### config.mk
export PLATFORM = sky130hd
export DESIGN_NAME = rp_top
export DESIGN_NICKNAME = d
export VERILOG_FILES = /design/src/design/rp_bus_pkg.sv /design/src/design/rp_analog_pkg.sv /design/src/design/rp_linear.sv /design/src/design/rp_channel.sv /design/src/design/rp_dac_out.sv /design/src/design/rp_regs.sv /design/src/design/rp_top.sv
export SDC_FILE = /design/constraint.sdc
export NUM_CORES = 2
export LEC_CHECK = 0
export ABC_CLOCK_PERIOD_IN_PS = 16300
export BUFFER_PORTS_ARGS = -buffer_cell sky130_fd_sc_hd__buf_2
export CORE_ASPECT_RATIO = 1.1
export CORE_MARGIN = 2
export CORE_UTILIZATION = 30
export DETAILED_ROUTE_END_ITERATION = 12
export GPL_TIMING_DRIVEN = 1
export SLEW_MARGIN = 20
export SYNTH_ARGS = -nofsm -noshare
export SYNTH_HDL_FRONTEND = slang
export SYNTH_SLANG_ARGS = --single-unit
### constraint.sdc
create_clock -name adc_clk -period 16.3 [get_ports adc_clk]
set_input_delay 3.26 -clock adc_clk [delete_from_list [all_inputs] [get_ports adc_clk]]
set_output_delay 3.26 -clock adc_clk [all_outputs]
set_load 0.1 [all_outputs]
### src/design/rp_bus_pkg.sv
// Bus map for a 32-bit word-only bus, with three mapped regions picked by address bits 22:20
package rp_bus_pkg;

  // Bus widths
  localparam int unsigned SYS_AW = 32;
  localparam int unsigned SYS_DW = 32;

  // Region numbers
  localparam logic [2:0] REG_HK     = 3'd0;  // Housekeeping
  localparam logic [2:0] REG_DACLVL = 3'd2;  // DAC levels, replaces the generators
  localparam logic [2:0] REG_CALIB  = 3'd5;  // ADC and DAC calibration

  // Housekeeping offsets
  localparam logic [19:0] HK_ID   = 20'h0;  // Read only
  localparam logic [19:0] HK_LOOP = 20'h4;  // Bit 0 is the digital loop
  localparam logic [19:0] HK_LED  = 20'h8;  // Bits 7:0

  // Calibration offsets, channel B one word above channel A
  localparam logic [19:0] CAL_ADC_MUL = 20'h00;
  localparam logic [19:0] CAL_ADC_SUM = 20'h08;
  localparam logic [19:0] CAL_DAC_MUL = 20'h10;
  localparam logic [19:0] CAL_DAC_SUM = 20'h18;

  // DAC level offsets
  localparam logic [19:0] LVL_A = 20'h0;
  localparam logic [19:0] LVL_B = 20'h4;

  localparam logic [19:0] CH_STRIDE = LVL_B - LVL_A;  // Step between channel words

  localparam logic [SYS_DW-1:0] HK_ID_VALUE = 32'h5270_0a01;

  // Same address word seen flat or split into fields
  typedef union packed {
    logic [SYS_AW-1:0] word;
    struct packed {
      logic [8:0]  unused;  // Bits 31:23
      logic [2:0]  region;  // Bits 22:20
      logic [19:0] offset;
    } fld;
  } rp_sys_addr_t;

endpackage

### src/design/rp_analog_pkg.sv
// Sample format is 14-bit two's complement, two channels, gains are Q2.14 so 0x4000 is unity
package rp_analog_pkg;

  localparam int unsigned DWS = 14;  // Sample width
  localparam int unsigned DWM = 16;  // Gain width
  localparam int unsigned CHN = 2;   // Channel count

  // Product is shifted down by this much
  localparam int unsigned GAIN_SHIFT = 14;

  // Gain after reset
  localparam logic signed [DWM-1:0] GAIN_UNITY = 16'sh4000;

  // Saturation limits of a 14-bit signed sample
  localparam logic signed [DWS-1:0] SAMPLE_MAX = 14'sh1fff;
  localparam logic signed [DWS-1:0] SAMPLE_MIN = -14'sh2000;

endpackage

### src/design/rp_linear.sv
// Two-cycle latency for data, gain and offset alike, result saturates to 14-bit signed
module rp_linear
  import rp_analog_pkg::*;
(
  input  logic                  adc_clk,
  input  logic                  top_rst,
  input  logic signed [DWS-1:0] dat_i,  // Sample in
  input  logic signed [DWM-1:0] mul_i,  // Gain, Q2.14
  input  logic signed [DWS-1:0] sum_i,  // Offset
  output logic signed [DWS-1:0] dat_o
);

  logic signed [DWS+DWM-1:0] prod_q;  // Full product
  logic signed [DWS-1:0]     sum_q;   // Offset kept in step with the product
  logic signed [DWS+DWM-1:0] add_w;

  // Stage one
  always_ff @(posedge adc_clk or posedge top_rst)
  begin
    if (top_rst)
    begin
      prod_q <= '0;
      sum_q  <= '0;
    end
    else
    begin
      prod_q <= dat_i * mul_i;
      sum_q  <= sum_i;
    end
  end

  // Scale back and add offset, wide enough not to wrap
  assign add_w = (prod_q >>> GAIN_SHIFT) + sum_q;

  // Stage two with clamp
  always_ff @(posedge adc_clk or posedge top_rst)
  begin
    if (top_rst)
      dat_o <= '0;
    else if (add_w > SAMPLE_MAX)
      dat_o <= SAMPLE_MAX;
    else if (add_w < SAMPLE_MIN)
      dat_o <= SAMPLE_MIN;
    else
      dat_o <= add_w[DWS-1:0];
  end

endmodule

### src/design/rp_channel.sv
// Pins are negative-slope offset binary, loopback feeds this channel's own DAC sample back
module rp_channel
  import rp_analog_pkg::*;
(
  input  logic                  adc_clk,
  input  logic                  top_rst,
  input  logic [DWS-1:0]        adc_pin_i,      // Raw ADC pins
  input  logic                  digital_loop_i,
  input  logic signed [DWM-1:0] adc_mul_i,
  input  logic signed [DWS-1:0] adc_sum_i,
  input  logic signed [DWM-1:0] dac_mul_i,
  input  logic signed [DWS-1:0] dac_sum_i,
  input  logic signed [DWS-1:0] dac_level_i,    // Bus-written DAC source
  output logic signed [DWS-1:0] adc_dat_o,      // Calibrated ADC sample
  output logic signed [DWS-1:0] dac_cal_o       // Calibrated DAC sample
);

  logic signed [DWS-1:0] adc_raw_q;
  logic signed [DWS-1:0] adc_mux;

  //////////////////////////////////////////////////////////////////////
  // ADC input
  //////////////////////////////////////////////////////////////////////

  // Sign kept, magnitude bits flipped
  always_ff @(posedge adc_clk or posedge top_rst)
  begin
    if (top_rst)
      adc_raw_q <= '0;
    else
      adc_raw_q <= {adc_pin_i[DWS-1], ~adc_pin_i[DWS-2:0]};
  end

  assign adc_mux = digital_loop_i ? dac_cal_o : adc_raw_q;  // Loopback select

  rp_linear u_adc_lin (
    .adc_clk (adc_clk),
    .top_rst (top_rst),
    .dat_i   (adc_mux),
    .mul_i   (adc_mul_i),
    .sum_i   (adc_sum_i),
    .dat_o   (adc_dat_o)
  );

  //////////////////////////////////////////////////////////////////////
  // DAC calibration
  //////////////////////////////////////////////////////////////////////

  rp_linear u_dac_lin (
    .adc_clk (adc_clk),
    .top_rst (top_rst),
    .dat_i   (dac_level_i),
    .mul_i   (dac_mul_i),
    .sum_i   (dac_sum_i),
    .dat_o   (dac_cal_o)
  );

endmodule

### src/design/rp_dac_out.sv
// Single-rate DAC bus shared by two channels, select starts low after reset
module rp_dac_out
  import rp_analog_pkg::*;
(
  input  logic                           adc_clk,
  input  logic                           top_rst,
  input  logic signed [CHN-1:0][DWS-1:0] dac_cal_i,  // Calibrated samples
  output logic [DWS-1:0]                 dac_dat_o,  // Interleaved DAC word
  output logic                           dac_sel_o   // High while channel A is out
);

  logic [CHN-1:0][DWS-1:0] dac_fmt;

  // Back to negative-slope offset binary
  always_comb
  begin
    for (int ch = 0; ch < CHN; ch++)
      dac_fmt[ch] = {dac_cal_i[ch][DWS-1], ~dac_cal_i[ch][DWS-2:0]};
  end

  // Load the channel that matches the next select value
  always_ff @(posedge adc_clk or posedge top_rst)
  begin
    if (top_rst)
    begin
      dac_sel_o <= 1'b0;
      dac_dat_o <= '0;
    end
    else
    begin
      dac_sel_o <= ~dac_sel_o;
      dac_dat_o <= dac_sel_o ? dac_fmt[1] : dac_fmt[0];  // Select goes high, A
    end
  end

endmodule

### src/design/rp_regs.sv
// Every write is a full word, strobes must be single-cycle pulses and never overlap
module rp_regs
  import rp_bus_pkg::*;
  import rp_analog_pkg::*;
(
  input  logic                           adc_clk,
  input  logic                           top_rst,
  // System bus
  input  logic [SYS_AW-1:0]              sys_addr_i,
  input  logic [SYS_DW-1:0]              sys_wdata_i,
  input  logic                           sys_wen_i,
  input  logic                           sys_ren_i,
  output logic [SYS_DW-1:0]              sys_rdata_o,
  output logic                           sys_ack_o,
  output logic                           sys_err_o,
  // Configuration
  output logic                           digital_loop_o,
  output logic [7:0]                     led_o,
  output logic signed [CHN-1:0][DWM-1:0] adc_mul_o,
  output logic signed [CHN-1:0][DWS-1:0] adc_sum_o,
  output logic signed [CHN-1:0][DWM-1:0] dac_mul_o,
  output logic signed [CHN-1:0][DWS-1:0] dac_sum_o,
  output logic signed [CHN-1:0][DWS-1:0] dac_level_o
);

  rp_sys_addr_t addr;
  logic         hk_sel, cal_sel, lvl_sel, mapped;
  logic         hk_id_hit, hk_loop_hit, hk_led_hit;
  logic [CHN-1:0] adc_mul_hit, adc_sum_hit, dac_mul_hit, dac_sum_hit, lvl_hit;
  logic [SYS_DW-1:0] rd_val;

  //////////////////////////////////////////////////////////////////////
  // Address decode
  //////////////////////////////////////////////////////////////////////

  assign addr.word = sys_addr_i;

  assign hk_sel  = (addr.fld.region == REG_HK);
  assign cal_sel = (addr.fld.region == REG_CALIB);
  assign lvl_sel = (addr.fld.region == REG_DACLVL);
  assign mapped  = hk_sel | cal_sel | lvl_sel;  // Anything else answers with error

  assign hk_id_hit   = hk_sel && (addr.fld.offset == HK_ID);
  assign hk_loop_hit = hk_sel && (addr.fld.offset == HK_LOOP);
  assign hk_led_hit  = hk_sel && (addr.fld.offset == HK_LED);

  // One word per channel in each group
  always_comb
  begin
    logic [19:0] ch_ofs;
    ch_ofs = '0;
    for (int ch = 0; ch < CHN; ch++)
    begin
      ch_ofs          = CH_STRIDE * 20'(ch);
      adc_mul_hit[ch] = cal_sel && (addr.fld.offset == CAL_ADC_MUL + ch_ofs);
      adc_sum_hit[ch] = cal_sel && (addr.fld.offset == CAL_ADC_SUM + ch_ofs);
      dac_mul_hit[ch] = cal_sel && (addr.fld.offset == CAL_DAC_MUL + ch_ofs);
      dac_sum_hit[ch] = cal_sel && (addr.fld.offset == CAL_DAC_SUM + ch_ofs);
      lvl_hit[ch]     = lvl_sel && (addr.fld.offset == LVL_A + ch_ofs);
    end
  end

  //////////////////////////////////////////////////////////////////////
  // Register file
  //////////////////////////////////////////////////////////////////////

  always_ff @(posedge adc_clk or posedge top_rst)
  begin
    if (top_rst)
    begin
      digital_loop_o <= 1'b0;
      led_o          <= '0;
      for (int ch = 0; ch < CHN; ch++)
      begin
        adc_mul_o[ch]   <= GAIN_UNITY;
        dac_mul_o[ch]   <= GAIN_UNITY;
        adc_sum_o[ch]   <= '0;
        dac_sum_o[ch]   <= '0;
        dac_level_o[ch] <= '0;
      end
    end
    else if (sys_wen_i)  // Visible in the ack cycle
    begin
      if (hk_loop_hit) digital_loop_o <= sys_wdata_i[0];
      if (hk_led_hit)  led_o          <= sys_wdata_i[7:0];
      for (int ch = 0; ch < CHN; ch++)
      begin
        if (adc_mul_hit[ch]) adc_mul_o[ch]   <= sys_wdata_i[DWM-1:0];
        if (adc_sum_hit[ch]) adc_sum_o[ch]   <= sys_wdata_i[DWS-1:0];
        if (dac_mul_hit[ch]) dac_mul_o[ch]   <= sys_wdata_i[DWM-1:0];
        if (dac_sum_hit[ch]) dac_sum_o[ch]   <= sys_wdata_i[DWS-1:0];
        if (lvl_hit[ch])     dac_level_o[ch] <= sys_wdata_i[DWS-1:0];
      end
    end
  end

  // Read mux, hits never overlap, zero-extended
  always_comb
  begin
    rd_val = '0;
    if (hk_id_hit)   rd_val = HK_ID_VALUE;
    if (hk_loop_hit) rd_val = SYS_DW'(digital_loop_o);
    if (hk_led_hit)  rd_val = SYS_DW'(led_o);
    for (int ch = 0; ch < CHN; ch++)
    begin
      if (adc_mul_hit[ch]) rd_val = SYS_DW'(adc_mul_o[ch]);
      if (adc_sum_hit[ch]) rd_val = SYS_DW'(adc_sum_o[ch]);
      if (dac_mul_hit[ch]) rd_val = SYS_DW'(dac_mul_o[ch]);
      if (dac_sum_hit[ch]) rd_val = SYS_DW'(dac_sum_o[ch]);
      if (lvl_hit[ch])     rd_val = SYS_DW'(dac_level_o[ch]);
    end
  end

  //////////////////////////////////////////////////////////////////////
  // Response, one cycle after the strobe
  //////////////////////////////////////////////////////////////////////

  always_ff @(posedge adc_clk or posedge top_rst)
  begin
    if (top_rst)
    begin
      sys_ack_o   <= 1'b0;
      sys_err_o   <= 1'b0;
      sys_rdata_o <= '0;
    end
    else
    begin
      sys_ack_o   <= sys_wen_i | sys_ren_i;
      sys_err_o   <= (sys_wen_i | sys_ren_i) & ~mapped;
      sys_rdata_o <= sys_ren_i ? rd_val : '0;  // Unmapped reads give zero
    end
  end

endmodule

### src/design/rp_top.sv
// Analog core only, one adc_clk domain, bus is 32-bit word access without byte select
module rp_top
  import rp_analog_pkg::*;
(
  input  logic                  adc_clk,
  input  logic                  top_rst,
  // ADC pins
  input  logic [DWS-1:0]        adc_dat_a_i,
  input  logic [DWS-1:0]        adc_dat_b_i,
  // System bus, 32-bit
  input  logic [32-1:0]         sys_addr_i,
  input  logic [32-1:0]         sys_wdata_i,
  input  logic                  sys_wen_i,
  input  logic                  sys_ren_i,
  output logic [32-1:0]         sys_rdata_o,
  output logic                  sys_ack_o,
  output logic                  sys_err_o,
  // Outputs
  output logic [7:0]            led_o,
  output logic signed [DWS-1:0] adc_dat_a_o,  // Calibrated ADC A
  output logic signed [DWS-1:0] adc_dat_b_o,  // Calibrated ADC B
  output logic [DWS-1:0]        dac_dat_o,
  output logic                  dac_sel_o
);

  logic                           digital_loop;
  logic signed [CHN-1:0][DWM-1:0] adc_mul, dac_mul;               // Gains
  logic signed [CHN-1:0][DWS-1:0] adc_sum, dac_sum, dac_level;    // Offsets and levels
  logic [CHN-1:0][DWS-1:0]        adc_pin;
  logic signed [CHN-1:0][DWS-1:0] adc_dat, dac_cal;

  //////////////////////////////////////////////////////////////////////
  // Registers
  //////////////////////////////////////////////////////////////////////

  rp_regs u_regs (
    .adc_clk        (adc_clk),
    .top_rst        (top_rst),
    .sys_addr_i     (sys_addr_i),
    .sys_wdata_i    (sys_wdata_i),
    .sys_wen_i      (sys_wen_i),
    .sys_ren_i      (sys_ren_i),
    .sys_rdata_o    (sys_rdata_o),
    .sys_ack_o      (sys_ack_o),
    .sys_err_o      (sys_err_o),
    .digital_loop_o (digital_loop),
    .led_o          (led_o),
    .adc_mul_o      (adc_mul),
    .adc_sum_o      (adc_sum),
    .dac_mul_o      (dac_mul),
    .dac_sum_o      (dac_sum),
    .dac_level_o    (dac_level)
  );

  //////////////////////////////////////////////////////////////////////
  // Channels
  //////////////////////////////////////////////////////////////////////

  assign adc_pin[0]  = adc_dat_a_i;
  assign adc_pin[1]  = adc_dat_b_i;
  assign adc_dat_a_o = adc_dat[0];
  assign adc_dat_b_o = adc_dat[1];

  for (genvar ch = 0; ch < CHN; ch++)
  begin : g_chan
    rp_channel u_chan (
      .adc_clk        (adc_clk),
      .top_rst        (top_rst),
      .adc_pin_i      (adc_pin[ch]),
      .digital_loop_i (digital_loop),
      .adc_mul_i      (adc_mul[ch]),
      .adc_sum_i      (adc_sum[ch]),
      .dac_mul_i      (dac_mul[ch]),
      .dac_sum_i      (dac_sum[ch]),
      .dac_level_i    (dac_level[ch]),
      .adc_dat_o      (adc_dat[ch]),
      .dac_cal_o      (dac_cal[ch])
    );
  end

  // DAC interleave
  rp_dac_out u_dac_out (
    .adc_clk   (adc_clk),
    .top_rst   (top_rst),
    .dac_cal_i (dac_cal),
    .dac_dat_o (dac_dat_o),
    .dac_sel_o (dac_sel_o)
  );

endmodule

==> flow_metrics.py <==
metrics = {
    "synth": {
        "synth_cells": 4844,
        "synth.area.top_cells": "fa_1, dfrtp_1, ha_1, inv_1, mux2_2",
        "synthFlopType": "dfrtp_1",
        "seq_area_frac_synth": 0.202,
        "avgSynthCellArea_um2": 10.1,
        "synth.most_common_cell": "inv_1",
        "synth_seq_cells": 395,
        "synth.distinct_cells": 88,
        "syn-cell-area_um2": 49000,
        "synth_top_cells_by_count": "inv_1, fa_1, nand2_1, dfrtp_1, ha_1",
        "synth-edff-count": 0,
        "yosysTopAreaCell": "fa_1",
        "ys.warnings.count": 0,
        "synth_top_cell_area_share": 0.358,
        "ys_async_sr_fraction": 1.00,
    },
    "flow_run": {
        "drv_cap": 0,
    },
    "cts": {
        "clk_pin_slew_ns": 0.07,
        "h-tree-depth": 2,
        "cts_setup_buffers": 0,
        "cts_tree": "built",
        "clkSinkCount": 395,
        "ctsResizeCount": 0,
        "numCtsBuffers": 46,
        "cts_buffer_depth": 3,
        "clk_latency_ns": 0.64,
        "clockRootBuffer": "clkbuf_16",
        "postCtsHoldBufs": 0,
    },
    "drt": {
        "drt-wirelength-per-cell_um": 19.0,
        "drt-initial-drc-count": 2389,
        "drc_errors": 0,
        "drt-pass1-iter-count": 6,
        "detail-route-antenna-nets": 0,
        "viasPerCell": 4.80,
        "wl_um": 134000,
        "via_count": 33782,
    },
    "floorplan": {
        "initial_core_util": 0.302,
        "rows": 155,
        "io_pins": 181,
        "dieArea_um2": 166000,
        "die_y_um": 428,
        "core-area_um2": 162000,
        "die_w_um": 389,
    },
    "timing": {
        "worst_pin_slew_ns": 1.12,
        "setup_viol": 0,
        "fin_skew_ns": 0.0408,
        "fmax_ghz": 0.136,
        "fin_crit_sh": 0.451,
        "setup_tns_ns": 0,
        "rsz0062_at_grt": "no",
        "slew_violations": 0,
        "hold_ws_ns": 0.393,
        "hold_viol": 0,
        "slew_headroom": 0.247,
        "min_period_ns": 7.35,
    },
    "hold_path": {
        "holdPathStages": 0,
        "hold-path-endpoint": "g_chan[1].u_chan.u_adc_lin.sum_q[1]$_DFF_PP0_",
        "hold_start": "u_regs.adc_sum_o[15]$_DFFE_PP0P_",
        "hold_class": "flop to flop",
    },
    "placement": {
        "portBuffers": 145,
        "routabilityCongestion": 0.910,
        "dp_hpwl_um": 106000,
    },
    "worst_setup_path": {
        "path_class": "flop to flop",
        "cp.required_ns": 16.87,
        "cp-start-kind": "flop",
        "crit_arrival_ns": 7.92,
        "reg2reg_slack_ns": 8.95,
        "reg2reg_from": "u_regs.digital_loop_o$_DFFE_PP0P_",
        "worstPathMaxFanout": 30,
        "rr_worst_depth": 21,
        "reg2reg_to": "g_chan[0].u_chan.u_adc_lin.prod_q[28]$_DFF_PP0_",
        "critPathCaptureType": "flop",
    },
    "outcome": {
        "status": "finished clean",
    },
    "grt": {
        "grt_pass1_wl_um": 210000,
        "grt_antenna_before_repair": 20,
        "track_usage": 0.165,
        "grt_overflow": 0,
        "grt_pass1_vias": 36588,
        "grt_max_degree": 163,
    },
    "final_layout": {
        "area_growth_pct": 9.20,
        "drive_gt1_frac": 0.100,
        "nNetsFinal": 6181,
        "fill_cells": 16572,
    },
    "pwr": {
        "peakVddDrop_mv": 0.165,
        "p_leak_nw": 26.7,
        "powerDensity_nw_per_um2": 64.3,
    },
}
cell families after synthesis:
| family | Yosys count | share of synthesized area |
|---|---|---|
| buf+inv | 1222 | 0.0962 |
| other cells | 1 | 0.0000766 |
| xor+xnor | 138 | 0.0248 |
| compound gates | 449 | 0.0616 |
| simple gates | 1223 | 0.125 |
| mux | 204 | 0.0462 |
| fa+ha+maj | 1212 | 0.444 |
| flops | 395 | 0.202 |
final cells by class:
class / instances / area, um^2 / area share
multi-input cells: 3236 / 34400 / 0.644
clock buffers: 68 / 1340 / 0.0251
flip-flops and latches: 395 / 9890 / 0.185
repair buffers: 183 / 1020 / 0.0191
inverters: 1011 / 3800 / 0.0711
clock inverters: 16 / 294 / 0.00550
diodes: 6 / 15.0 / 0.000281
well taps: 2119 / 2650 / 0.0496
registers in the layout, summed over array words and instances (netlist names), 32 cells and up:
name,flops
u_regs.dac_mul_o,32
g_chan.u_chan.u_dac_lin.prod_q,32
g_chan.u_chan.u_adc_lin.prod_q,32
u_regs.adc_mul_o,32
how the worst max path moves through the flow:
stage	startpoint	endpoint	slack, ns
floorplan	top_rst	g_chan[0].u_chan.adc_raw_q[0]$_DFF_PP0_	2.06
CTS	u_regs.digital_loop_o$_DFFE_PP0P_	g_chan[1].u_chan.u_adc_lin.prod_q[27]$_DFF_PP0_	8.74
global placement	u_regs.dac_level_o[17]$_DFFE_PP0P_	g_chan[1].u_chan.u_dac_lin.prod_q[29]$_DFF_PP0_	8.87
global route	u_regs.dac_level_o[17]$_DFFE_PP0P_	g_chan[1].u_chan.u_dac_lin.prod_q[29]$_DFF_PP0_	8.46
finish	u_regs.digital_loop_o$_DFFE_PP0P_	g_chan[0].u_chan.u_adc_lin.prod_q[28]$_DFF_PP0_	8.95
detailed placement	u_regs.digital_loop_o$_DFFE_PP0P_	g_chan[1].u_chan.u_adc_lin.prod_q[27]$_DFF_PP0_	8.78
power breakdown:
group	internal [W]	switching [W]	total [W]
clock	0.000672	0.000455	0.00113
sequential	0.00104	0.0000171	0.00106
combinational	0.000485	0.000765	0.00125
through the flow:
step	power, W	util	cell area, um^2	cells	setup slack [ns]
finish	0.00344	0.330	53500	7034	8.95
global route	0.00367	0.330	53500	7032	8.46
CTS	0.00348	0.330	53400	7028	8.74
detailed placement	0.00234	0.319	51800	6944	8.78
global placement	0.00232	0.319	51800	6944	8.87
floorplan	0.00209	-	49000	4853	2.06
cells in the final DEF, fill, tap and decap left out, drive strengths merged, types with 5 or more instances in the layout:
master and instances:
fa 876, o211ai 5, o21ai 123, mux2i 35, xnor2 95, o22ai 6, o31ai 16, nand4 16
nand2b 41, and3 14, nor3 42, buf 183, a22oi 32, mux2 169, a21o 30, nor2b 171
a211oi 35, or2 14, clkbuf 68, nor4 9, bufinv 6, o2111ai 5, a222oi 8, o21a 25
or3 7, and2 263, ha 336, o21bai 10, a221oi 7, diode 6, nor2 146, conb 10
xor2 43, nand2 453, dfrtp 391, inv 1016, a21oi 96, a31oi 14, nand3 32
worst max-delay path, cell delays in order, from the launching register on:
cell and delay, ns:
dfrtp_2 0.35, buf_4 0.45, mux2i_2 0.40, buf_4 0.34
nand2b_1 0.22, fa_1 0.48, fa_1 0.80, inv_1 0.20
fa_1 0.49, fa_1 0.52, fa_1 0.51, inv_1 0.07
fa_1 0.49, inv_1 0.04, ha_1 0.32, a21oi_1 0.14
o21ai_0 0.18, o41ai_2 0.46, a21oi_2 0.16, a211o_1 0.31
a21oi_1 0.18, xnor2_1 0.13
routing by layer:
metal,wire (um),global-route usage,up-vias
met5,50,0,-
met1,54600,0.211,17425
met2,60100,0.259,1203
met4,6380,0.0727,8
li1,-,-,14875
met3,12900,0.0472,271
Note: power is estimated with default switching activity, not from simulation.
